===== src/hw/cache_pkg.sv =====
// widths, opcode and dma command enums, request, response and dma packet structs
package cache_pkg;

  localparam int addr_width_c = 32;
  localparam int data_width_c = 32;

  typedef enum logic {
    e_op_load,
    e_op_store
  } cache_op_e;

  // commands from the miss sequencer to the block transfer engine
  typedef enum logic [2:0] {
    e_dma_nop,
    e_dma_send_fill_addr,
    e_dma_send_evict_addr,
    e_dma_get_fill_data,
    e_dma_send_evict_data
  } dma_cmd_e;

  typedef struct packed {
    cache_op_e                op;
    logic [addr_width_c-1:0]  addr;
    logic [data_width_c-1:0]  data;
  } cache_req_s;

  // data is zero for a store
  typedef struct packed {
    cache_op_e                op;
    logic [data_width_c-1:0]  data;
  } cache_resp_s;

  // addr is always block aligned
  typedef struct packed {
    logic                     write_not_read;
    logic [addr_width_c-1:0]  addr;
  } dma_pkt_s;

endpackage


===== src/hw/cache_tag_mem.sv =====
// tag, valid and dirty arrays with round-robin victim pointers and hit detection
`timescale 1ns/1ps

module cache_tag_mem
  import cache_pkg::*;
  #(parameter int sets_p = 16,
    parameter int ways_p = 2,
    parameter int block_size_in_words_p = 4,
    localparam int lg_sets_lp = $clog2(sets_p),
    localparam int lg_ways_lp = $clog2(ways_p),
    localparam int tag_width_lp =
      addr_width_c - lg_sets_lp - $clog2(block_size_in_words_p) - 2
  ) (
    input  logic                    clk_i,
    input  logic                    reset_i,
    input  logic                    v_i,
    input  logic [lg_sets_lp-1:0]   index_i,
    input  logic [tag_width_lp-1:0] tag_i,
    input  logic                    w_i,
    input  logic [lg_ways_lp-1:0]   w_way_i,
    input  logic [tag_width_lp-1:0] w_tag_i,
    input  logic                    w_dirty_i,
    input  logic                    set_dirty_i,
    output logic                    hit_o,
    output logic [lg_ways_lp-1:0]   hit_way_o,
    output logic [lg_ways_lp-1:0]   victim_way_o,
    output logic [tag_width_lp-1:0] victim_tag_o,
    output logic                    victim_dirty_o
  );

  logic [tag_width_lp-1:0] tag_r [sets_p][ways_p];
  logic [ways_p-1:0]       valid_r [sets_p];
  logic [ways_p-1:0]       dirty_r [sets_p];
  logic [lg_ways_lp-1:0]   rr_r [sets_p];
  logic [lg_sets_lp-1:0]   index_r;
  logic [ways_p-1:0]       hit_vec;

  always_ff @(posedge clk_i) begin
    if (reset_i) begin
      index_r <= '0;
      for (int s = 0; s < sets_p; s++) begin
        valid_r[s] <= '0;
        rr_r[s] <= '0;
      end
    end else begin
      if (v_i) begin
        index_r <= index_i;
      end
      // a fill moves the victim pointer on to the next way
      if (w_i) begin
        valid_r[index_i][w_way_i] <= 1'b1;
        rr_r[index_i] <= (rr_r[index_i] == lg_ways_lp'(ways_p - 1)) ? '0
                                                                    : rr_r[index_i] + 1'b1;
      end
    end
  end

  always_ff @(posedge clk_i) begin
    if (w_i) begin
      tag_r[index_i][w_way_i] <= w_tag_i;
      dirty_r[index_i][w_way_i] <= w_dirty_i;
    end
    if (set_dirty_i) begin
      dirty_r[index_i][w_way_i] <= 1'b1;
    end
  end

  // compare against the set latched at lookup
  always_comb begin
    hit_way_o = '0;
    for (int w = 0; w < ways_p; w++) begin
      hit_vec[w] = valid_r[index_r][w] && (tag_r[index_r][w] == tag_i);
      if (hit_vec[w]) begin
        hit_way_o = lg_ways_lp'(w);
      end
    end
  end

  assign hit_o = |hit_vec;
  assign victim_way_o = rr_r[index_r];
  assign victim_tag_o = tag_r[index_r][victim_way_o];
  assign victim_dirty_o = valid_r[index_r][victim_way_o] & dirty_r[index_r][victim_way_o];

  // a block is never filled into a set that already holds it
  assert property (@(posedge clk_i) disable iff (reset_i) $onehot0(hit_vec));

endmodule


===== config.mk =====
export PLATFORM = sky130hd
export DESIGN_NAME = cache_tag_mem
export DESIGN_NICKNAME = d
export VERILOG_FILES = /design/src/hw/cache_pkg.sv /design/src/hw/cache_tag_mem.sv
export SDC_FILE = /design/constraint.sdc
export NUM_CORES = 1
export LEC_CHECK = 0
export BUFFER_PORTS_ARGS = -buffer_cell sky130_fd_sc_hd__buf_2
export CAP_MARGIN = 20
export CORE_UTILIZATION = 35
export DETAILED_ROUTE_END_ITERATION = 16
export PLACE_DENSITY = 0.56
export SYNTH_ARGS = -nofsm -noshare
export SYNTH_HDL_FRONTEND = slang
export SYNTH_SLANG_ARGS = --single-unit

===== constraint.sdc =====
create_clock -name clk_i -period 4 [get_ports clk_i]
set_input_delay 0.8 -clock clk_i [delete_from_list [all_inputs] [get_ports clk_i]]
set_output_delay 0.8 -clock clk_i [all_outputs]
set_load 0.02 [all_outputs]

# Word-level counts from Yosys, hierarchy flattened
# Memories as Yosys holds them, arrays and structs flattened. A register that Yosys moved wholly into a read port is not among the register bits.
# Index checks and enable logic that the tools add are counted.
[totals] mem_bits_rw=848 in_bits=59 wordCells=65 output_inout_bits=28 reg_bits=4 mem_count=4
[classes] muxes=39 n_eq_ne=2 order_cmp=6 bitwise_logic=5 reduce_logical=7 addsub=1
[mem_list] memory="tag_r" words=16 word_bits=48 read_ports=1 rd_ports_with_merged_regs=1 write_ports=1 line_no="cache_tag_mem.sv:31" text="logic [tag_width_lp-1:0] tag_r [sets_p][ways_p];"
[mem_list] memory="dirty_r" words=16 word_bits=2 read_ports=1 rd_ports_with_merged_regs=1 write_ports=1 line_no="cache_tag_mem.sv:33" text="logic [ways_p-1:0] dirty_r [sets_p];"
[mem_list] memory="valid_r" words=16 word_bits=2 read_ports=1 rd_ports_with_merged_regs=1 write_ports=16 line_no="cache_tag_mem.sv:32" text="logic [ways_p-1:0] valid_r [sets_p];"
[mem_list] memory="rr_r" words=16 word_bits=1 read_ports=2 rd_ports_with_merged_regs=1 write_ports=16 line_no="cache_tag_mem.sv:34" text="logic [lg_ways_lp-1:0] rr_r [sets_p];"
[ops] operator="$mux W24" n=4
[ops] operator="$eq A24 B24 Y1" n=2
[ops] operator="$mux W48" n=1
[ops] operator="$mux W4" n=10
[ops] operator="$demux W24 S1" n=1
[ops] operator="$mux W1" n=17
[ops] operator="$mux W2" n=5
[ops] operator="$ge A2 B2 Y1 const B" n=2
[ops] operator="$logic_and A1 B1 Y1" n=4
[ops] operator="$lt A1 B2 Y1 const B" n=2
[ops] operator="$not A1 Y2" n=2
[ops] operator="$reduce_or A2 Y1" n=2
[ops] operator="$lt A2 B1 Y1 const B" n=1
[ops] operator="$or A1 B1 Y1" n=2
[ops] operator="$add A1 B1 Y1 const B" n=1
[ops] operator="$and A1 B1 Y1" n=1
[ops] operator="$demux W1 S1" n=1
[ops] operator="$ge A1 B1 Y1 const B" n=1
[ops] operator="$reduce_or A1 Y1" n=1

# Logic depth before layout (Yosys ltp)
[depth] word_depth=7 depth_mapped=14 depth_no_buf=8

# Least setup slack after synthesis
# No wires, ideal clock.
[synth_timing] kind="reg2out" start="register with a tool-made name" end="output port hit_o" path_stages_with_launch=11 n_path_buf=3 arrival_time_ns=3.001 path_slack_ns=0.199 cell_sequence="dfxtp_1 -> buf_6 -> buf_8 -> buf_6 -> mux4_2 -> mux4_2 -> xor2_1 -> a21oi_1 -> nand4_1 -> nor4_2 -> a41o_1"
[synth_rtl] element="end: declaration" line_no="cache_tag_mem.sv:24" text="output logic hit_o,"

==> metrics.txt <==
gr ovfl total 0; worst hold start valid_r[2][0]; core footprint roughly 100000 sq um; critical path required time approximately 3.2 ns; initial DRC count around 2300; Cell variety after synth 71; Final Hold Fails 0; Worst VDD drop 0.000294 V; # port buffers 86; drt wl/cell 30.0 um; Detailed Routing Iterations Pass 1 6; area post-placement approximately 39000 sq um; share of layout cells above drive strength 1 between 30% and 40%; sequential share of the synthesized area 71.5%; TritonCTS clock tree built; top_reg_cell synth edfxtp_1; first-pass GRT wire length roughly 150000 um; crit-path max cell delay 0.49 ns; Hold Path Class reg -> reg; die width between 300 and 400 um; Hold-fix buffers, CTS 0; RR Endpoint rr_r[0]; Nets 2386; failing checks negative setup slack; post-synthesis mux area share around 17%; xor and xnor area share after synthesis between 1 and 1.5%; syn avg cell area ~18 sq um; Seq cells post-synth approximately 860; commonest non-fill, non-tap cell in the layout edfxtp_1; Hold EP valid_r[2][0]; RSZ-0062 raised after global routing yes; CTS Buf Count 91; Post-Synthesis Cells about 2000; H-tree levels 3; WHS 0.472 ns; cell row count 116; CP Capture Type primary output; Adder-Cell Fraction of Synth Area 0%; Final ANT Viol Nets 0; clock slew at reported path FFs around 0.06 ns; Synth Cell Area 35400 sq um; Syn-to-layout area delta 23.8%; final setup vio count 28; drt total wl 111000 um; antenna violations before repair 8; Fin Setup TNS -10.12 ns; worst path cell trace buf_12, buf_12, buf_12, buf_4, buf_4, mux2_1, mux4_2, o21ai_1, buf_4, a221o_1, nor4_4, o21ai_2, nor4_2, buf_4, a41o_1, buf_6; net count after synthesis 2023; EDFF count, synth 816; Hold Path Stages 2; most used cell, CP buf_4; worst skew pair latency between 0.6 and 0.7 ns; Root Buffer clkbuf_16; Critical-path top delay cell mux4_2; critical path buffer and inverter count 8; Via-to-Cell Ratio ~5.6; most frequent cells in the layout edfxtp_1, buf_4, mux4_2; outcome finished, violations left; number of global-route vias before repair about 21000; Post-synth ARST share 0%; fin crit period 4.63 ns; Worst Tran Pin Value between 1 and 1.5 ns; Tcrit/Tclk final 116%; Die H around 320 um; Longest Clk Path Bufs 3; final clock skew ~0.013 ns; Max Cap Viol 0; met1 wire length 45900 um; CP Launch Type flop; I/O Pins 87; wire length on met2 roughly 53000 um; Top delay family on crit path buffers and inverters; Syn. warnings 0; r2r startpoint rr_r[15]; post-synthesis compound-gate area fraction 4.13%; pin count of the biggest net entering global routing 37; crit-path max FO 7; Slew HR a little under 30%; clock sink total between 800 and 900; Top Layer Used met5; final worst slack -0.632 ns; Starting Density 35.4%; crit path DAT ~3.8 ns; met3 WL post-DR around 9300 um; Final Max Tran Viols 0; Simple-Gate Fraction of Synth Area between 4 and 5%; Fillers between 8000 and 9000; Vias roughly 21000; die area ~100000 sq um; Power Dens Cells approximately 480 nW/um^2; GP Congestion a little under 1; # DRC 0; CP Class reg -> out; LEAKAGE roughly 14 nW; GRT Resource Usage Total 21.3%; Worst R2R Path Depth 4; Detail Placement HPWL 69400 um; design area roughly 44000 sq um; largest family of logic cells by synthesized area multiplexers; Reg2Reg Setup Slack ~1.7 ns; fin util between 40% and 50%; fmax ~220 MHz; Post-Place Setup Slack -0.315 ns
## metal layers
metal | up-vias | GRT usage, %
met3 | 193 | 4.82
met5 | - | 0
met1 | 10800 | 28.8
met2 | 1004 | 34.4
met4 | 8 | 6.04
li1 | 8601 | -
## area by class of cell
class                      instances  area [sq um]  area share (%)
antenna                            3          7.51          0.0171
clock buffer                     116          2470            5.62
clock inverter                    50           604            1.38
inverter                          26           108           0.245
multi-input combinational        967          9930            22.6
sequential                       856         25300            57.7
tap                             1298          1620            3.70
timing repair buffer             385          3790            8.65
## tightest hold or removal path: stages (launching register included)
cell,delay (ns)
dfxtp_1,0.32
nor2_1,0.05
nor2_1,0.07
## Yosys cell counts (all sizes together), types with 8 or more instances
library cell	number	area, sq um
edfxtp	816	24500
nor2	201	754
mux4	180	4080
mux2i	151	1540
nand2	108	405
buf	74	641
clkbuf	41	154
dfxtp	40	801
o21ai	39	195
a21oi	32	160
a221oi	26	234
a22oi	26	195
xnor2	26	228
inv	23	86.3
mux2	23	267
xor2	18	158
o21bai	16	120
o22ai	12	75.1
nand3	11	55.1
a211oi	8	65.1
## stage by stage
step	power [W]	instances
after detailed placement	0.0120	3455
after floorplan	0.0111	1964
after CTS	0.0208	3653
after global placement	0.0120	3455
after global routing	0.0215	3699
final	0.0209	3701
## power by group
| part | internal, W | switching [W] | leakage [nW] |
|---|---|---|---|
| registers | 0.00993 | 0.0000409 | 7.72 |
| clock network | 0.00525 | 0.00342 | 1.50 |
| logic | 0.000987 | 0.00129 | 5.27 |
## logic make-up (layout without fill, tap and decap cells)
logic type | Yosys count | after routing
compound gates | 208 | 208
xor+xnor | 44 | 44
buf+inv | 141 | 577
flops | 856 | 856
mux | 354 | 354
other cells | 0 | 3
simple gates | 361 | 361
## repair_timing
item,4_1_cts,5_1_grt
endpoints found under the setup margin,28,28
buffers inserted,26,41
cloned,6,4
resized for setup,89,135
pin swaps,24,21
## state kept, by name, summed over array words and instances (netlist names), named ones only
register	flops
tag_r	768
dirty_r	32
valid_r	32
rr_r	16
index_r	4
## how the worst max path moves through the flow
stage | startpoint | end | depth (start not counted)
final | flop | hit_o | 16
after global routing | flop | hit_o | 13
after CTS | flop | hit_o | 13
after detailed placement | flop | hit_o | 14
after global placement | flop | hit_o | 14
after floorplan | flop | hit_o | 10
No activity file was read; power rests on OpenSTA's default activity.
