File: src/hw/cache_pkg.sv
// widths, opcode and dma command enums, request, response and dma packet structs
package cache_pkg;

  localparam int addr_width_c = 32;
  localparam int data_width_c = 32;

  typedef enum logic {
    e_op_load,
    e_op_store
  } cache_op_e;

  // commands from the miss sequencer to the block transfer engine
  typedef enum logic [2:0] {
    e_dma_nop,
    e_dma_send_fill_addr,
    e_dma_send_evict_addr,
    e_dma_get_fill_data,
    e_dma_send_evict_data
  } dma_cmd_e;

  typedef struct packed {
    cache_op_e                op;
    logic [addr_width_c-1:0]  addr;
    logic [data_width_c-1:0]  data;
  } cache_req_s;

  // data is zero for a store
  typedef struct packed {
    cache_op_e                op;
    logic [data_width_c-1:0]  data;
  } cache_resp_s;

  // addr is always block aligned
  typedef struct packed {
    logic                     write_not_read;
    logic [addr_width_c-1:0]  addr;
  } dma_pkt_s;

endpackage

File: src/hw/cache_dma.sv
// block transfer engine with fill and evict fifos, word counter and snoop capture
`timescale 1ns/1ps

module cache_dma
  import cache_pkg::*;
  #(parameter int sets_p = 16,
    parameter int ways_p = 2,
    parameter int block_size_in_words_p = 4,
    localparam int lg_sets_lp = $clog2(sets_p),
    localparam int lg_ways_lp = $clog2(ways_p),
    localparam int lg_block_lp = $clog2(block_size_in_words_p),
    localparam int block_offset_lp = lg_block_lp + 2,
    localparam int cnt_width_lp = $clog2(block_size_in_words_p + 1)
  ) (
    input  logic                                clk_i,
    input  logic                                reset_i,
    input  dma_cmd_e                            dma_cmd_i,
    input  logic [lg_ways_lp-1:0]               dma_way_i,
    input  logic [addr_width_c-1:0]             dma_addr_i,
    output logic                                done_o,
    output logic [data_width_c-1:0]             snoop_word_o,
    output dma_pkt_s                            dma_pkt_o,
    output logic                                dma_pkt_v_o,
    input  logic                                dma_pkt_yumi_i,
    input  logic [data_width_c-1:0]             dma_data_i,
    input  logic                                dma_data_v_i,
    output logic                                dma_data_ready_o,
    output logic [data_width_c-1:0]             dma_data_o,
    output logic                                dma_data_v_o,
    input  logic                                dma_data_yumi_i,
    output logic                                data_mem_v_o,
    output logic                                data_mem_w_o,
    output logic [lg_sets_lp+lg_block_lp-1:0]   data_mem_addr_o,
    output logic [ways_p-1:0]                   data_mem_w_mask_o,
    output logic [data_width_c-1:0]             data_mem_data_o,
    input  logic [ways_p-1:0][data_width_c-1:0] data_mem_data_i
  );

  typedef enum logic [1:0] {
    e_idle,
    e_get_fill_data,
    e_send_evict_data
  } dma_state_e;

  dma_state_e state_r, state_n;
  logic [cnt_width_lp-1:0] cnt_r;
  logic cnt_up, cnt_clear;
  logic fill_last, evict_last;
  logic snoop_we;

  logic [data_width_c-1:0] in_mem_r [block_size_in_words_p];
  logic [lg_block_lp-1:0]  in_wptr_r, in_rptr_r;
  logic [cnt_width_lp-1:0] in_count_r;
  logic in_v, in_enq, in_yumi;

  logic [data_width_c-1:0] out_mem_r [2];
  logic       out_wptr_r, out_rptr_r;
  logic [1:0] out_count_r;
  logic out_v, out_ready, out_enq;

  // in fifo, one block deep
  assign dma_data_ready_o = (in_count_r != cnt_width_lp'(block_size_in_words_p));
  assign in_enq = dma_data_v_i & dma_data_ready_o;
  assign in_v = (in_count_r != '0);

  always_ff @(posedge clk_i) begin
    if (reset_i) begin
      in_wptr_r <= '0;
      in_rptr_r <= '0;
      in_count_r <= '0;
    end else begin
      in_wptr_r <= in_wptr_r + lg_block_lp'(in_enq);
      in_rptr_r <= in_rptr_r + lg_block_lp'(in_yumi);
      in_count_r <= in_count_r + cnt_width_lp'(in_enq) - cnt_width_lp'(in_yumi);
    end
  end

  always_ff @(posedge clk_i) begin
    if (in_enq) begin
      in_mem_r[in_wptr_r] <= dma_data_i;
    end
  end

  // two-entry out fifo toward memory
  assign out_ready = (out_count_r != 2'd2);
  assign out_enq = out_v & out_ready;
  assign dma_data_v_o = (out_count_r != 2'd0);
  assign dma_data_o = out_mem_r[out_rptr_r];

  always_ff @(posedge clk_i) begin
    if (reset_i) begin
      out_wptr_r <= 1'b0;
      out_rptr_r <= 1'b0;
      out_count_r <= 2'd0;
    end else begin
      out_wptr_r <= out_wptr_r ^ out_enq;
      out_rptr_r <= out_rptr_r ^ dma_data_yumi_i;
      out_count_r <= out_count_r + 2'(out_enq) - 2'(dma_data_yumi_i);
    end
  end

  always_ff @(posedge clk_i) begin
    if (out_enq) begin
      out_mem_r[out_wptr_r] <= data_mem_data_i[dma_way_i];
    end
  end

  // word counter, back at zero whenever the engine is idle
  assign fill_last = (cnt_r == cnt_width_lp'(block_size_in_words_p - 1));
  assign evict_last = (cnt_r == cnt_width_lp'(block_size_in_words_p));

  always_ff @(posedge clk_i) begin
    if (reset_i || cnt_clear) begin
      cnt_r <= '0;
    end else if (cnt_up) begin
      cnt_r <= cnt_r + 1'b1;
    end
  end

  assign dma_pkt_o.write_not_read = (dma_cmd_i == e_dma_send_evict_addr);
  assign dma_pkt_o.addr = {dma_addr_i[addr_width_c-1:block_offset_lp], {block_offset_lp{1'b0}}};

  assign data_mem_addr_o = {dma_addr_i[block_offset_lp +: lg_sets_lp], cnt_r[lg_block_lp-1:0]};
  assign data_mem_w_mask_o = ways_p'(1) << dma_way_i;
  assign data_mem_data_o = in_mem_r[in_rptr_r];

  always_comb begin
    state_n = state_r;
    done_o = 1'b0;
    dma_pkt_v_o = 1'b0;
    data_mem_v_o = 1'b0;
    data_mem_w_o = 1'b0;
    in_yumi = 1'b0;
    out_v = 1'b0;
    cnt_up = 1'b0;
    cnt_clear = 1'b0;
    case (state_r)
      e_idle: begin
        case (dma_cmd_i)
          e_dma_send_fill_addr, e_dma_send_evict_addr: begin
            dma_pkt_v_o = 1'b1;
            done_o = dma_pkt_yumi_i;
          end
          e_dma_get_fill_data: begin
            state_n = e_get_fill_data;
          end
          // word 0 is read on the way out of idle
          e_dma_send_evict_data: begin
            data_mem_v_o = 1'b1;
            cnt_up = 1'b1;
            state_n = e_send_evict_data;
          end
          default: begin
          end
        endcase
      end
      e_get_fill_data: begin
        data_mem_v_o = in_v;
        data_mem_w_o = in_v;
        in_yumi = in_v;
        cnt_up = in_v & ~fill_last;
        cnt_clear = in_v & fill_last;
        done_o = in_v & fill_last;
        if (in_v && fill_last) begin
          state_n = e_idle;
        end
      end
      // push the word read last cycle, read the next one
      e_send_evict_data: begin
        out_v = 1'b1;
        data_mem_v_o = out_ready & ~evict_last;
        cnt_up = out_ready & ~evict_last;
        cnt_clear = out_ready & evict_last;
        done_o = out_ready & evict_last;
        if (out_ready && evict_last) begin
          state_n = e_idle;
        end
      end
      default: begin
        state_n = e_idle;
      end
    endcase
  end

  assign snoop_we = (state_r == e_get_fill_data) && in_v
                    && (cnt_r[lg_block_lp-1:0] == dma_addr_i[2 +: lg_block_lp]);

  always_ff @(posedge clk_i) begin
    if (reset_i) begin
      state_r <= e_idle;
    end else begin
      state_r <= state_n;
    end
  end

  always_ff @(posedge clk_i) begin
    if (snoop_we) begin
      snoop_word_o <= data_mem_data_o;
    end
  end

  // control holds the command for the whole block transfer
  assert property (@(posedge clk_i) disable iff (reset_i)
    (state_r != e_idle) |-> $stable(dma_cmd_i));

endmodule

File: config.mk
export PLATFORM = sky130hd
export DESIGN_NAME = cache_dma
export DESIGN_NICKNAME = d
export VERILOG_FILES = /design/src/hw/cache_pkg.sv /design/src/hw/cache_dma.sv
export SDC_FILE = /design/constraint.sdc
export NUM_CORES = 1
export LEC_CHECK = 0
export ABC_AREA = 1
export ABC_CLOCK_PERIOD_IN_PS = 4500
export BUFFER_PORTS_ARGS = -buffer_cell sky130_fd_sc_hd__buf_2
export CAP_MARGIN = 5
export CORE_ASPECT_RATIO = 0.5
export CORE_MARGIN = 2
export CORE_UTILIZATION = 54
export CTS_BUF_LIST = sky130_fd_sc_hd__clkbuf_8
export CTS_CLUSTER_SIZE = 10
export DETAILED_ROUTE_END_ITERATION = 10
export PLACE_DENSITY_LB_ADDON = 0.15
export SYNTH_ARGS = -nofsm -noshare
export SYNTH_HDL_FRONTEND = slang
export SYNTH_SLANG_ARGS = --single-unit
File: constraint.sdc
create_clock -name clk_i -period 4.5 [get_ports clk_i]
set_clock_uncertainty 0.1 [all_clocks]
set_input_delay 0.675 -clock clk_i [delete_from_list [all_inputs] [get_ports clk_i]]
set_output_delay 0.675 -clock clk_i [all_outputs]
set_load 0.02 [all_outputs]
# Word-level counts from Yosys, hierarchy flattened
# Memory sizes are Yosys's and may differ from the RTL's. A register that Yosys moved wholly into a read port is not among the register bits.
# Index checks and enable logic that the tools add are counted.
dict set report word_totals {
  ramBits 192
  n_memories 2
  regBits 48
}
dict set report op_classes {
  mux 22
  addsub 7
  shift 1
  n_bitwise 10
  order_cmp 1
  n_reduce_logical 10
  eq_ne 14
}
# name words word_bits read_ports rd_clocked_by_memory_dff wr line_no
set mem_list {}
lappend mem_list {in_mem_r 4 32 1 1 1 cache_dma.sv:51} ;# logic [data_width_c-1:0] in_mem_r [block_size_in_words_p];
lappend mem_list {out_mem_r 2 32 1 1 1 cache_dma.sv:56} ;# logic [data_width_c-1:0] out_mem_r [2];
# cell count
set op_table {}
lappend op_table {{32-bit 2-to-1 mux} 2}
lappend op_table {{1-bit 2-to-1 mux} 11}
lappend op_table {{3-bit by 2-bit equality test with 1-bit output (second input constant)} 3}
lappend op_table {{1-bit case mux with 3 select lines} 3}
lappend op_table {{2-bit by 1-bit adder with 2-bit output} 3}
lappend op_table {{1-bit bitwise AND} 6}
lappend op_table {{3-bit equality test (second input constant)} 2}
lappend op_table {{2-bit 2-to-1 mux} 3}
lappend op_table {{2-bit != test (second input constant)} 3}
lappend op_table {{2-bit case mux with 3 select lines} 1}
lappend op_table {{1-bit logical AND} 4}
lappend op_table {{2-bit case mux with 2 select lines} 1}
lappend op_table {{3-bit by 1-bit adder with 3-bit output} 1}
lappend op_table {{3-bit by 1-bit adder with 3-bit output (second input constant)} 1}
lappend op_table {{3-bit by 1-bit equality test with 1-bit output (second input constant)} 1}
lappend op_table {{3-bit by 1-bit != test with 1-bit output (second input constant)} 1}
lappend op_table {{3-bit != test (second input constant)} 1}
lappend op_table {{3-bit AND reduction} 1}
lappend op_table {{3-bit nonzero test} 1}
lappend op_table {{3-bit by 1-bit subtractor with 3-bit output} 1}
lappend op_table {{2-bit by 1-bit equality test with 1-bit output (second input constant)} 1}
lappend op_table {{2-bit equality test} 1}
lappend op_table {{2-bit equality test (second input constant)} 1}
lappend op_table {{2-bit zero test} 1}
lappend op_table {{other kinds (9)} 11}

# Longest topological paths before layout
dict set report logic_depth {
  depth_word 5
  mapped_depth 10
}

# Worst setup path after synthesis
# OpenSTA, ideal clock, no wires.
dict set report synth_timing {
  path_type {input to register}
  start {in dma_addr_i[2]}
  end {reg snoop_word_o[0], enable pin}
  t_required_ns 3.939
  setup_slack_ns 0.879
  n_path_buf 0
  cell_stages 2
  t_arrival_ns 3.060
  setup_ns 0.461
  path_cell_list {xor2_1 nor3_1}
}
dict set report synth_via {
  elab_chain_len 2
}
# item line_no
set synth_rtl {}
lappend synth_rtl {{start: declaration} cache_dma.sv:19} ;# input logic [addr_width_c-1:0] dma_addr_i,
lappend synth_rtl {{2-bit equality test} cache_dma.sv:186} ;# && (cnt_r[lg_block_lp-1:0] == dma_addr_i[2 +: lg_block_lp]);
lappend synth_rtl {{1-bit logical AND} cache_dma.sv:186}
lappend synth_rtl {{named net snoop_we} cache_dma.sv:49} ;# logic snoop_we;
lappend synth_rtl {{end signal: assignment} cache_dma.sv:198} ;# snoop_word_o <= data_mem_data_o;
lappend synth_rtl {{end: declaration} cache_dma.sv:21} ;# output logic [data_width_c-1:0] snoop_word_o,
# The timed path passes the listed nets, and every way through them passes these cells.
# A chain may end at the register's enable or synchronous reset.

==> flow_summary.ini <==
[placement]
port_buffers = 213
dp_hpwl_mm = 12.19
place_congestion = 0.7569

[hold_path]
hp-class = input pin to register
hp-start = dma_data_i[0]

[outcome]
status = complete, no violations

[worst_setup_path]
crit_path_max_fanout = 33
crit_end = data_mem_data_o[7]
arrival_ns = 2.45
r2r-start = state_r[1]
rr_worst_depth = 10
critPathLaunch = in_rptr_r[1]
cp-start-kind = register
path_class = register to output pin
r2r_slack_ns = 2.45
required_ns = 3.72
end_kind = output pin
r2r-end = in_count_r[2]

[cts]
clk_pin_slew_worst_paths_ns = 0.07
tritoncts = done
cts_num_sinks = 240
cts_made_buffers = 34
htreeDepth = 2
post_cts_resized = 0
root_buffer = clkbuf_8
clk_latency_ns = 0.49
cts_setup_buffers = 0
cts_hold_buf = 0
cts_buffer_depth = 3

[pwr]
p_leak_nw = 4.557
power.density_nw_per_um2 = 521.6
ir_drop_mv = 0.2471

[synthesis]
synth-warning-count = 0
syn_inst = 726
syn_area_um2 = 9741
ys_ff_latch = 240
synthFlopType = edfxtp_1
avgSynthCellArea_um2 = 13.42
synth-async-reset-ratio_pct = 0
ys_seq_area_share_pct = 72.34
synth_edf_count = 224
yosysUniqueCellTypes = 30

[routing]
drt_iter0_drc = 223
via_count = 5975
routed_wl_mm = 19.50
drt_pass1_iterations = 4
via_per_inst = 5.076
drcViolationCount = 0
routedWlPerCell_um = 16.57
ant_nets = 0

[sta]
slew_headroom_pct = 28.59
post-route-min-period_ns = 3.222
slew_violations = 0
setup_tns_ns = 0
tightestPinTransition_ns = 1.070
post-route-period-util_pct = 71.59
whs_ns = 0.3005
fmax_mhz = 310.4
rsz0062_at_grt = no
hold_viol_final = 0
finalSetupViolations = 0

[global_routing]
grtUsageTotal_pct = 20.01
grt_max_degree = 66
antenna_found_initial = 0
gr-total-overflow = 0
grt_pass1_vias = 5808
grt_first_pass_wirelength_mm = 30.00

[layout]
diodes = 0
syn2layout_area_growth_pct = 16.87
fillers = 1333
multi_input_area_um2 = 2133
nets = 1070
seqCellArea_um2 = 7048
drive_above_1_share_pct = 33.83

[floorplan]
die_h_um = 98.97
io_pins = 280
core_um2 = 17530
design.die.area_um2 = 19190
placementRows = 34
start_util_pct = 55.58
chipWidth_um = 193.9

[run]
maxCapViolCount = 0
-- worst max-delay path, stage by stage (launching register included) --
cell and delay, ns:
dfxtp_1 0.30, buf_4 0.25, inv_1 0.49, buf_4 0.35
o21ai_0 0.12, o22ai_1 0.24, buf_2 0.22
-- synthesized netlist by cell type, types with 2 or more instances --
master | count | area, um2
buf_2 | 13 | 65.06
o22ai_1 | 32 | 200.2
o21ai_0 | 64 | 320.3
edfxtp_1 | 224 | 6726
ha_1 | 13 | 162.7
nand3_1 | 11 | 55.05
a21oi_2 | 3 | 26.28
xnor2_1 | 4 | 35.03
dfxtp_1 | 16 | 320.3
nand2_4 | 2 | 22.52
clkbuf_1 | 11 | 41.29
mux2_2 | 32 | 360.4
a21oi_1 | 7 | 35.03
nand2_1 | 121 | 454.2
o21ai_1 | 2 | 10.01
xor2_1 | 3 | 26.28
buf_6 | 6 | 67.56
nor3_1 | 5 | 25.02
nor2_1 | 76 | 285.3
inv_1 | 28 | 105.1
buf_4 | 41 | 307.8
nand2_2 | 4 | 25.02
-- flip-flops by register name, indices dropped and copies added (netlist names) --
register / cells
in_mem_r: 128
out_mem_r: 64
snoop_word_o: 32
cnt_r: 3
in_count_r: 3
in_rptr_r: 2
in_wptr_r: 2
out_count_r: 2
state_r: 2
out_rptr_r: 1
out_wptr_r: 1
-- worst min-delay path by stage --
stage                                  to  slack (ns)  depth (start not counted)
after detailed placement   out_count_r[1]        0.36                          1
after global placement     out_count_r[1]        0.35                          1
after floorplan            out_count_r[1]        0.34                          1
after CTS                  in_mem_r[2][0]        0.27                          1
after global routing      in_mem_r[3][30]        0.27                          1
final                      in_mem_r[1][0]        0.30                          1
-- through the flow --
stage | power [mW] | cells | setup slack, ns | cell area (um2) | util [%]
floorplan | 3.985 | 729 | 0.8787 | 9752 | -
global placement | 4.359 | 1117 | 1.798 | 10750 | 61.31
detailed placement | 4.402 | 1117 | 1.777 | 10750 | 61.31
CTS | 6.009 | 1177 | 1.241 | 11380 | 64.95
global route | 6.258 | 1177 | 1.099 | 11380 | 64.95
finish | 5.938 | 1177 | 1.278 | 11380 | 64.95
-- layer usage --
metal,GRT usage [%],wire length (um),part of all wire [%]
met5,0,0,0
met4,4.895,284,1.5
met3,6.160,1406,7.2
met2,33.68,9377,48
met1,25.80,8432,43
-- logic make-up (layout without fill, tap and decap cells) --
kind of cell | count (synthesis) | count (layout) | synth area share, %
mux | 32 | 32 | 3.699
compound gates | 108 | 108 | 6.076
flops | 240 | 240 | 72.34
simple gates | 223 | 223 | 9.210
xor+xnor | 7 | 7 | 0.6294
fa+ha+maj | 14 | 14 | 1.875
other cells | 1 | 4 | 0.03850
buf+inv | 101 | 315 | 6.127
-- placed cells by master, fill, tap and decap left out, types with 7 or more instances in the layout --
master,n
ha_1,13
mux2_2,32
buf_4,12
a21oi_1,7
o21ai_0,64
o22ai_1,32
nand3_1,11
dfxtp_1,15
buf_2,213
nor2_1,76
clkbuf_8,38
inv_1,42
nand2_1,121
edfxtp_1,224
-- area by class of cell --
class                      count  share of cell area, %
sequential                   240                  61.91
multi-input combinational    388                  18.74
timing repair buffer         225                  10.16
clock buffer                  38                  4.594
tap                          234                  2.572
clock inverter                22                  1.011
inverter                      30                  1.011
-- power by group --
group	switching [mW]	total, mW	internal [mW]
combinational	1.01	1.47	0.465
clock	0.775	1.61	0.831
sequential	0.0808	2.86	2.78
total	1.87	5.94	4.07
No activity file was read; power rests on OpenSTA's default activity.
