### config.mk
export PLATFORM = sky130hd
export DESIGN_NAME = cache_ctrl
export DESIGN_NICKNAME = d
export VERILOG_FILES = /design/src/hw/cache_pkg.sv /design/src/hw/cache_ctrl.sv
export SDC_FILE = /design/constraint.sdc
export NUM_CORES = 1
export LEC_CHECK = 0
export ABC_AREA = 1
export BUFFER_PORTS_ARGS = -buffer_cell sky130_fd_sc_hd__buf_2
export CORE_AREA = 2 2 133 135
export CTS_CLUSTER_DIAMETER = 200
export CTS_CLUSTER_SIZE = 20
export DETAILED_ROUTE_END_ITERATION = 16
export DIE_AREA = 0 0 135 137
export SETUP_SLACK_MARGIN = 0.4
export SYNTH_ARGS = -nofsm -noshare
export SYNTH_HDL_FRONTEND = slang
export SYNTH_SLANG_ARGS = --single-unit
### constraint.sdc
create_clock -name clk_i -period 8.45 [get_ports clk_i]
set_clock_uncertainty 0.2 [all_clocks]
set_input_delay 0.4225 -clock clk_i [delete_from_list [all_inputs] [get_ports clk_i]]
set_output_delay 0.4225 -clock clk_i [all_outputs]
set_load 0.01 [all_outputs]
### src/hw/cache_pkg.sv
// widths, opcode and dma command enums, request, response and dma packet structs
package cache_pkg;

  localparam int addr_width_c = 32;
  localparam int data_width_c = 32;

  typedef enum logic {
    e_op_load,
    e_op_store
  } cache_op_e;

  // commands from the miss sequencer to the block transfer engine
  typedef enum logic [2:0] {
    e_dma_nop,
    e_dma_send_fill_addr,
    e_dma_send_evict_addr,
    e_dma_get_fill_data,
    e_dma_send_evict_data
  } dma_cmd_e;

  typedef struct packed {
    cache_op_e                op;
    logic [addr_width_c-1:0]  addr;
    logic [data_width_c-1:0]  data;
  } cache_req_s;

  // data is zero for a store
  typedef struct packed {
    cache_op_e                op;
    logic [data_width_c-1:0]  data;
  } cache_resp_s;

  // addr is always block aligned
  typedef struct packed {
    logic                     write_not_read;
    logic [addr_width_c-1:0]  addr;
  } dma_pkt_s;

endpackage

### src/hw/cache_ctrl.sv
// request FSM for lookup, hit handling and miss sequencing through dma commands
`timescale 1ns/1ps

module cache_ctrl
  import cache_pkg::*;
  #(parameter int sets_p = 16,
    parameter int ways_p = 2,
    parameter int block_size_in_words_p = 4,
    localparam int lg_sets_lp = $clog2(sets_p),
    localparam int lg_ways_lp = $clog2(ways_p),
    localparam int lg_block_lp = $clog2(block_size_in_words_p),
    localparam int block_offset_lp = lg_block_lp + 2,
    localparam int tag_width_lp = addr_width_c - lg_sets_lp - block_offset_lp
  ) (
    input  logic                                clk_i,
    input  logic                                reset_i,
    input  cache_req_s                          req_i,
    input  logic                                req_v_i,
    output logic                                req_yumi_o,
    output cache_resp_s                         resp_o,
    output logic                                resp_v_o,
    input  logic                                resp_yumi_i,
    output logic                                tag_v_o,
    output logic [lg_sets_lp-1:0]               tag_index_o,
    output logic [tag_width_lp-1:0]             tag_o,
    output logic                                tag_w_o,
    output logic [lg_ways_lp-1:0]               tag_w_way_o,
    output logic                                tag_set_dirty_o,
    input  logic                                tag_hit_i,
    input  logic [lg_ways_lp-1:0]               tag_hit_way_i,
    input  logic [lg_ways_lp-1:0]               victim_way_i,
    input  logic [tag_width_lp-1:0]             victim_tag_i,
    input  logic                                victim_dirty_i,
    output logic                                data_mem_v_o,
    output logic                                data_mem_w_o,
    output logic [lg_sets_lp+lg_block_lp-1:0]   data_mem_addr_o,
    output logic [ways_p-1:0]                   data_mem_w_mask_o,
    output logic [data_width_c-1:0]             data_mem_data_o,
    input  logic [ways_p-1:0][data_width_c-1:0] data_mem_data_i,
    output logic                                dma_active_o,
    output dma_cmd_e                            dma_cmd_o,
    output logic [lg_ways_lp-1:0]               dma_way_o,
    output logic [addr_width_c-1:0]             dma_addr_o,
    input  logic                                dma_done_i,
    input  logic [data_width_c-1:0]             snoop_word_i
  );

  typedef enum logic [2:0] {
    e_idle,
    e_lookup,
    e_evict_addr,
    e_evict_data,
    e_fill_addr,
    e_fill_data,
    e_finish,
    e_respond
  } ctrl_state_e;

  ctrl_state_e state_r, state_n;
  cache_req_s  req_r;
  cache_resp_s resp_r;
  logic [lg_ways_lp-1:0]   miss_way_r;
  logic [addr_width_c-1:0] cur_addr;
  logic is_store, store_write, evicting;

  // the incoming request is decoded directly in the accept cycle
  assign cur_addr = (state_r == e_idle) ? req_i.addr : req_r.addr;
  assign is_store = (req_r.op == e_op_store);
  assign store_write = is_store && (((state_r == e_lookup) && tag_hit_i) || (state_r == e_finish));
  assign evicting = (state_r == e_evict_addr) || (state_r == e_evict_data);

  assign req_yumi_o = (state_r == e_idle) & req_v_i;
  assign resp_v_o = (state_r == e_respond);
  assign resp_o = resp_r;

  assign tag_v_o = req_yumi_o;
  assign tag_index_o = cur_addr[block_offset_lp +: lg_sets_lp];
  assign tag_o = req_r.addr[addr_width_c-1 -: tag_width_lp];
  assign tag_w_o = (state_r == e_fill_data) & dma_done_i;
  assign tag_w_way_o = (state_r == e_lookup) ? tag_hit_way_i : miss_way_r;
  assign tag_set_dirty_o = store_write;

  assign data_mem_v_o = req_yumi_o | store_write;
  assign data_mem_w_o = store_write;
  assign data_mem_addr_o = cur_addr[2 +: lg_sets_lp + lg_block_lp];
  assign data_mem_w_mask_o = ways_p'(1) << tag_w_way_o;
  assign data_mem_data_o = req_r.data;

  assign dma_active_o = evicting || (state_r == e_fill_addr) || (state_r == e_fill_data);
  assign dma_way_o = miss_way_r;
  // victim block address is rebuilt from its stored tag
  assign dma_addr_o = evicting
    ? {victim_tag_i, req_r.addr[block_offset_lp +: lg_sets_lp], {block_offset_lp{1'b0}}}
    : req_r.addr;

  always_comb begin
    case (state_r)
      e_evict_addr: dma_cmd_o = e_dma_send_evict_addr;
      e_evict_data: dma_cmd_o = e_dma_send_evict_data;
      e_fill_addr:  dma_cmd_o = e_dma_send_fill_addr;
      e_fill_data:  dma_cmd_o = e_dma_get_fill_data;
      default:      dma_cmd_o = e_dma_nop;
    endcase
  end

  always_comb begin
    state_n = state_r;
    case (state_r)
      e_idle:       if (req_v_i) state_n = e_lookup;
      e_lookup: begin
        if (tag_hit_i) begin
          state_n = e_respond;
        end else if (victim_dirty_i) begin
          state_n = e_evict_addr;
        end else begin
          state_n = e_fill_addr;
        end
      end
      e_evict_addr: if (dma_done_i) state_n = e_evict_data;
      e_evict_data: if (dma_done_i) state_n = e_fill_addr;
      e_fill_addr:  if (dma_done_i) state_n = e_fill_data;
      e_fill_data:  if (dma_done_i) state_n = e_finish;
      e_finish:     state_n = e_respond;
      e_respond:    if (resp_yumi_i) state_n = e_idle;
      default:      state_n = e_idle;
    endcase
  end

  always_ff @(posedge clk_i) begin
    if (reset_i) begin
      state_r <= e_idle;
    end else begin
      state_r <= state_n;
    end
  end

  always_ff @(posedge clk_i) begin
    if (req_yumi_o) begin
      req_r <= req_i;
    end
    if (state_r == e_lookup) begin
      miss_way_r <= victim_way_i;
    end
    // hit data comes from the array and miss data from the fill snoop
    if ((state_r == e_lookup || state_r == e_finish) && state_n == e_respond) begin
      resp_r.op <= req_r.op;
      if (is_store) begin
        resp_r.data <= '0;
      end else if (state_r == e_lookup) begin
        resp_r.data <= data_mem_data_i[tag_hit_way_i];
      end else begin
        resp_r.data <= snoop_word_i;
      end
    end
  end

  // the dma engine only reports done for a command in flight
  assert property (@(posedge clk_i) disable iff (reset_i)
    dma_done_i |-> (dma_cmd_o != e_dma_nop));

endmodule

==> After elaboration in Yosys (flattened, before gate mapping) <==
Cells that the tools add are included.
{ "word_totals": {"elab_cells": 45, "ff_bits": 102, "out_inout_bits": 146} }
{ "classes": {"n_bitwise": 3, "eq_ne": 8, "magnitude_cmp": 1, "reduce_logical": 9, "shift": 1, "mux": 16} }
{ "op_table": {"columns": ["op", "count"], "rows": [
  ["2-to-1 mux 32 bit", 4],
  ["2-to-1 mux 3 bit", 8],
  ["one-hot mux 3 bit (8 select lines)", 1],
  ["== test 3 bit (second input constant)", 5],
  ["one-hot mux 3 bit (4 select lines)", 1],
  ["2-to-1 mux 8 bit", 1],
  ["== test 3 x 2 -> 1 bit (second input constant)", 2],
  ["logical OR 1 bit", 5],
  ["== test 3 x 1 -> 1 bit (second input constant)", 1],
  ["logical AND 1 bit", 3],
  ["logical NOT 3 bit", 1],
  ["AND 1 bit", 2],
  ["less-than comparator 1 x 2 -> 1 bit (second input constant)", 1],
  ["left shift 1 x 1 -> 2 bit (first input constant)", 1],
  ["2-to-1 mux 1 bit", 1],
  ["OR 1 bit", 1]
]} }

==> Longest topological paths before layout <==
Gate-level depths: netlist of the first run.
{ "logic_depth": {"depth_word": 5, "ltp_mapped": 9, "depth_no_buf": 8} }

==> Worst setup path before layout of the first run <==
No wires, ideal clock.
{ "synth_path": {"kind": "register -> output", "from": "register state_r[1]", "to": "output port tag_v_o", "n_path_buf": 2, "arrival_time_ns": 2.517, "required_time_ns": 7.827, "path_slack_ns": 5.311, "stages_incl_launch_ff": 6, "cell_sequence": "dfxtp_1 buf_6 nor3_4 nand2_1 inv_1 buf_4"} }
{ "synth_via": {"elab_chain_len": 2} }
{ "synth_lines": {"columns": ["item", "line", "source"], "rows": [
  ["from (decl)", "cache_ctrl.sv:59", "ctrl_state_e state_r, state_n;"],
  ["from (signal assigned)", "cache_ctrl.sv:131", "state_r <= e_idle;"],
  ["from (signal assigned)", "cache_ctrl.sv:133", "state_r <= state_n;"],
  ["logical NOT 3 bit", "cache_ctrl.sv:72", "assign req_yumi_o = (state_r == e_idle) & req_v_i;"],
  ["AND 1 bit", "cache_ctrl.sv:72", null],
  ["to (decl)", "cache_ctrl.sv:23", "output logic tag_v_o,"]
]} }
No other way between the ends.

==> Worst setup path in the final report of the first run <==
{ "layout_path": {"from": "register state_r[1]", "to": "output port req_yumi_o"} }
{ "layout_via": {"elab_chain_len": 2} }
{ "layout_lines": {"columns": ["item", "line", "source"], "rows": [
  ["logical NOT 3 bit", "cache_ctrl.sv:72", null],
  ["AND 1 bit", "cache_ctrl.sv:72", null],
  ["to (decl)", "cache_ctrl.sv:19", "output logic req_yumi_o,"]
]} }
No other way between the ends.

==> run summary, run 1 <==
Die Area: 0.0185 sq mm
Switching portion of total power: 39.5%
Crit path required time: 7830 ps
Via/cell ratio: 4.27
Vias in the first global route: 3755
Worst Tran Pin Value: 940 ps
Sequential power share: 37.9%
Crit-path max cell delay: 580 ps
Gr usage total: 14.7%
Syn Nets: 639
Crit path launch type: register
Core Util, Final: 39.5%
Reg2Reg Capture Point: tag_o[15]$_DFFE_PP_
Pint: 1.32 mW
Routed WL: 14.3 mm
Cell area power density: 325 mW/mm^2
Share of post-route cells with drive strength above 1: 53.6%
Fin crit share: 38.8%
Placed insts: 923
Final Power: 2.19 mW
RSZ-0062 raised after global routing: false
Resize count post-CTS: 0
Total CTS buffers: 9
TritonCTS clock tree: yes
WHS Path Cells: 1
Iter 0 DRT Violations: 109
Hold Path End: data_mem_data_o[13]$_DFFE_PP_
Critical path fanouts, max: 50
Initial core utilization: 29.8%
Max_cap viols: 0
Port bufs: 339
Max stage delay cell, worst path: buf_4
Grt ovf: 0
Yosys warns: 0
Fmax: 0.305 GHz
Antenna violations before repair: 1
Avg Cell Area, Syn: 11.4 sq um
Io pins: 340
Buf+Inv Stages, Crit Path: 3
Hold_buf cts: 0
Post-Syn Instances: 445
R2R cell count: 4
Crit path time final: 3270 ps
Post-synth EDFFs: 99
Postcts setup bufs: 0
Synthesis-to-layout area growth: 32.5%
Tightest Hold Check Type: in -> reg
Cell Area, Synth: 0.00508 sq mm
Vias: 4006
Net Sw Power: 863 uW
Slew Limit Fails: 0
TNS Setup: 0 ps
Drt pass-1 iters: 6
Fin nets: 903
Setup Viol. Count Final: 0
Top delay family on crit path: buffers and inverters
Setup CP Type: reg -> out
Post-route ant nets: 0
Final Hold Fails: 0
Synth Register Bits: 102
Worst vdd ir: 0.114 mV
Clock buffer depth: 2
Critical Path Sink Type: output port
Placer Congestion: 0.739
Hold Startpoint: req_i[13]
Fill count: 1751
Lkg Pwr: 3.27 nW
Slew HR: 37.3%
Gate power share: 41.7%
Htree depth: 3
Routed len/inst: 15.2 um
Sequential share of the synthesized area: 59.7%
Root Driver: clkbuf_16
R2R Path Start: state_r[1]$_SDFF_PP0_
Non-filler instance count after layout: 939
Clock latency on the worst-skew pair: 350 ps
HPWL after DPL: 11.5 mm
Status: completed
Residual DRC count: 0
Rows: 48
First-pass GRT wire length: 20.1 mm
Ys flop type: edfxtp_1
Clock sink count: 102
CP cell instances: nor3_4 -> nand2_1 -> inv_2 -> buf_4 -> buf_2
Synth unique cells: 29
Die height: 137 um
Arr. time, crit path: 2650 ps
Die Wd: 135 um
FF-to-FF setup slack: 5800 ps
Worst-path clk slew: 80 ps
Diodes inserted: 0
Ys async rst share: 0%
Core area: 0.0171 sq mm
Largest net degree at the start of global routing: 69
Clk pwr share: 20.4%
-- through the flow --
| stage | setup WS [ps] | area, sq um | hold WS (ps) |
|---|---|---|---|
| 6_report | 5180 | 6740 | 40.8 |
| 5_1_grt | 4880 | 6740 | 21.0 |
| 4_1_cts | 5060 | 6740 | 20.8 |
| 3_5_place_dp | 5450 | 6410 | 257 |
| 3_3_place_gp | 5480 | 6410 | 288 |
| 2_1_floorplan | 5310 | 5080 | 226 |
-- sequential cells by signal (all words and copies together), names as in the netlist --
register / count
tag_o: 24
dma_way_o: 1
resp_o: 33
data_mem_data_o: 32
req_r: 8
is_store: 1
state_r: 3
-- power by group through the flow --
stage | logic, mW | clock network [mW] | registers, mW
after floorplan | 0.696 | 0 | 0.838
after global placement | 0.931 | 0 | 0.839
after detailed placement | 0.937 | 0 | 0.843
after CTS | 0.937 | 0.460 | 0.833
after global routing | 1.02 | 0.474 | 0.847
final | 0.911 | 0.445 | 0.829
-- final cells by class --
class                           count  area [sq um]  share of cell area [%]
Clock inverter                      7           100                    1.49
Inverter                           23          88.8                    1.32
Tap cell                          225           282                    4.18
Clock buffer                        9           225                    3.34
Timing Repair Buffer              342          1720                    25.5
Sequential cell                   102          3030                    45.0
Multi-Input combinational cell    231          1290                    19.1
-- cells by family (layout without fill, tap and decap cells) --
| kind of cell | after synthesis | in the layout | synth area share (%) |
|---|---|---|---|
| AND/OR/NAND/NOR | 126 | 126 | 10.9 |
| buffers and inverters | 112 | 381 | 15.0 |
| flip-flops | 102 | 102 | 59.7 |
| AO/OA/AOI/OAI | 73 | 73 | 8.10 |
| multiplexers | 32 | 32 | 6.30 |
-- synth_stat cells (3+ instances only) --
cell type | instances | share of area (%)
buf_2 | 8 | 0.79
nand2_1 | 97 | 7.2
clkbuf_1 | 3 | 0.22
buf_6 | 10 | 2.2
a21oi_1 | 23 | 2.3
mux2i_1 | 32 | 6.3
buf_4 | 68 | 10
a21oi_2 | 10 | 1.7
inv_2 | 4 | 0.30
edfxtp_1 | 99 | 58
nand3_1 | 6 | 0.59
nor2_1 | 12 | 0.89
o21ai_1 | 3 | 0.30
o21ai_0 | 34 | 3.3
nand4_1 | 3 | 0.37
inv_1 | 18 | 1.3
dfxtp_1 | 3 | 1.2
-- how the worst max path moves through the flow --
stage | startpoint | end | slack (ps) | cells past startpoint
after floorplan | state_r[1]$_SDFF_PP0_ | tag_v_o | 5310 | 5
after global placement | state_r[1]$_SDFF_PP0_ | req_yumi_o | 5480 | 5
after detailed placement | state_r[1]$_SDFF_PP0_ | req_yumi_o | 5450 | 5
after CTS | state_r[1]$_SDFF_PP0_ | req_yumi_o | 5060 | 5
after global routing | state_r[1]$_SDFF_PP0_ | tag_v_o | 4880 | 5
final | state_r[1]$_SDFF_PP0_ | req_yumi_o | 5180 | 5
-- worst register-to-register path, stage by stage (launching register included) --
cell and delay [ps]:
dfxtp_1 460, nor3_4 480, nand2_1 180, inv_2 340
buf_4 590
-- layer usage --
metal | GRT usage [%] | routed length, um
met5 | 0 | 13
met1 | 15.2 | 5050
met2 | 27.2 | 7440
met3 | 4.93 | 1460
met4 | 5.90 | 290
-- layout by cell type (no fill, tap or decap), drive strengths merged --
| cell type | netlist | routed |
|---|---|---|
| buf | 86 | 342 |
| edfxtp | 99 | 99 |
| nand2 | 99 | 99 |
| o21ai | 38 | 38 |
| a21oi | 33 | 33 |
| mux2i | 32 | 32 |
| inv | 23 | 27 |
| nor2 | 13 | 13 |
| clkbuf | 3 | 9 |
| nand3 | 8 | 8 |
| nand4 | 3 | 3 |
| dfxtp | 3 | 3 |
| clkinv | 0 | 2 |
| nor3 | 2 | 2 |
| or2 | 1 | 1 |
| o21a | 1 | 1 |
| a22oi | 1 | 1 |
| bufinv | 0 | 1 |
Power figures use the tool's default switching activity.
==> run 2: changes to the inputs <==
Settings changed: CORE_AREA 2 2 133 135 to 2 2 131 133, DIE_AREA 0 0 135 137 to 0 0 133 135.
Clock period 8.45 ns to 3.4 ns, I/O delays scaled along.
==> run 2 against run 1 <==
Against the previous run:
- total power grew to 2.6 times the previous value
- cell count is 14% higher
- clock power up 120%
- via count up 16%
- die area is 2.9% lower
- combinational power grew to 2.8 times the previous value
- non-clock buffer count grew 134
- first-iteration DRC count is 70% higher
- sequential power rose by 150%
- critical endpoint is now resp_o[7]$_SDFFCE_PP0P_
- highest routed layer unchanged
==> run summary, run 2 (synthesis results as in run 1) <==
Status: completed
TNS Setup: 0 ps
Placer Congestion: 0.913
TritonCTS clock tree: yes
Iter 0 DRT Violations: 185
Reg2Reg Capture Point: resp_o[7]$_SDFFCE_PP0P_
Clock buffer depth: 2
Fin crit share: 76.7%
Slew Limit Fails: 0
Critical path fanouts, max: 30
Via/cell ratio: 4.35
Hold Path End: resp_o[20]$_SDFFCE_PP0P_
Die height: 135 um
Worst vdd ir: 0.298 mV
Commonest non-fill, non-tap cells in the layout: 339 x buf_2, 131 x dlygate4sd3_1, 99 x edfxtp_1, 97 x nand2_1, 34 x o21ai_0
Clock sink count: 102
Crit path time final: 2610 ps
Crit-path max cell delay: 600 ps
Largest net degree at the start of global routing: 68
Lkg Pwr: 3.84 nW
Buf+Inv Stages, Crit Path: 3
Fmax: 0.384 GHz
FF-to-FF setup slack: 790 ps
Residual DRC count: 0
Synthesis-to-layout area growth: 58.1%
Post-route ant nets: 0
Critical Path Sink Type: register
Drt pass-1 iters: 6
Pre-CTS WS: 1130 ps
R2R Path Start: state_r[0]$_SDFF_PP0_
Vias: 4654
CP cell instances: nand3_4 -> inv_2 -> buf_4 -> o21ai_0 -> a21oi_1 -> dlygate4sd3_1
Worst Tran Pin Value: 967 ps
Gr usage total: 18.0%
Cell count along the critical path: 6
Fill count: 1506
Most common cell after layout, fill and taps aside: buf_2
WHS Path Cells: 3
Cell area power density: 699 mW/mm^2
Share of post-route cells with drive strength above 1: 45.5%
Max_cap viols: 0
Routed len/inst: 15.5 um
R2R cell count: 6
Die Area: 0.0180 sq mm
Rows: 47
Final Hold Fails: 0
Max reg flops: 33
Port bufs: 339
Setup CP Type: reg -> reg
Tightest Hold Check Type: in -> reg
First-pass GRT wire length: 24.6 mm
Initial core utilization: 31.0%
Max stage delay cell, worst path: dfxtp_1
Routed WL: 16.6 mm
Postcts setup bufs: 0
Hold Startpoint: data_mem_data_i[52]
Grt ovf: 0
Die Wd: 133 um
RSZ-0062 raised after global routing: false
Top delay family on crit path: buffers and inverters
Io pins: 340
Resize count post-CTS: 0
Slew HR: 35.5%
Clock latency on the worst-skew pair: 340 ps
Root Driver: clkbuf_16
Fin nets: 1037
Antenna violations before repair: 3
HPWL after DPL: 12.1 mm
Core area: 0.0164 sq mm
Worst-path clk slew: 70 ps
Setup Viol. Count Final: 0
Final worst setup slack: 794 ps
Total CTS buffers: 9
Vias in the first global route: 4736
Crit path required time: 3420 ps
Htree depth: 3
Arr. time, crit path: 2620 ps
Crit path launch type: register
-- run 2: area by class of cell --
class | instances | area (sq um) | share of cell area [%]
timing repair buffer | 476 | 3070 | 38.2
sequential | 102 | 3030 | 37.7
multi-input combinational | 231 | 1290 | 16.0
tap | 220 | 275 | 3.43
clock buffer | 9 | 225 | 2.80
inverter | 23 | 88.8 | 1.11
clock inverter | 7 | 55.1 | 0.685
antenna | 2 | 5.00 | 0.0623
-- run 2: worst reg2reg max path: cells and delay by family, from the launching register on --
| family | cells | cell delay (ps) |
|---|---|---|
| buffers and inverters | 3 | 1240 |
| AND/OR/NAND/NOR | 1 | 150 |
| flip-flops | 1 | 600 |
| AO/OA/AOI/OAI | 2 | 290 |
-- run 2: repair_timing --
item                                    CTS  global route
hold buffers                            131             0
endpoints found under the setup margin    0             0
hold endpoints to repair                 98             0
-- run 2: stage by stage --
stage               power (mW)  hold WS [ps]  cells  area [sq um]  utilization (%)
finish                    5.61          11.9   1070          8040             49.0
global route              6.00          13.0   1070          8040             49.0
CTS                       5.68         0.490   1068          8030             48.9
detailed placement        4.46           148    921          6440             39.2
global placement          4.44           146    921          6440             39.2
floorplan                 3.81          39.1    445          5080                -
-- run 2: power breakdown --
| part | total (mW) | internal (mW) | switching [mW] |
|---|---|---|---|
| logic | 2.56 | 1.02 | 1.54 |
| registers | 2.07 | 1.89 | 0.178 |
| clock network | 0.984 | 0.507 | 0.477 |
| total | 5.61 | 3.42 | 2.20 |
-- run 2: metal layers --
metal	GRT usage, %	wire length [um]
met1	19.9	6310
met2	31.8	8410
met3	6.27	1460
met4	7.11	391
met5	0	13
-- run 2: worst max-delay path by stage --
stage                     startpoint                       to  slack (ps)
2_1_floorplan  state_r[1]$_SDFF_PP0_                  tag_v_o         510
3_3_place_gp   state_r[1]$_SDFF_PP0_               req_yumi_o        1110
3_5_place_dp   state_r[1]$_SDFF_PP0_               req_yumi_o        1130
4_1_cts        state_r[1]$_SDFF_PP0_               req_yumi_o         730
5_1_grt        state_r[0]$_SDFF_PP0_  resp_o[7]$_SDFFCE_PP0P_         570
6_report       state_r[0]$_SDFF_PP0_  resp_o[7]$_SDFFCE_PP0P_         790
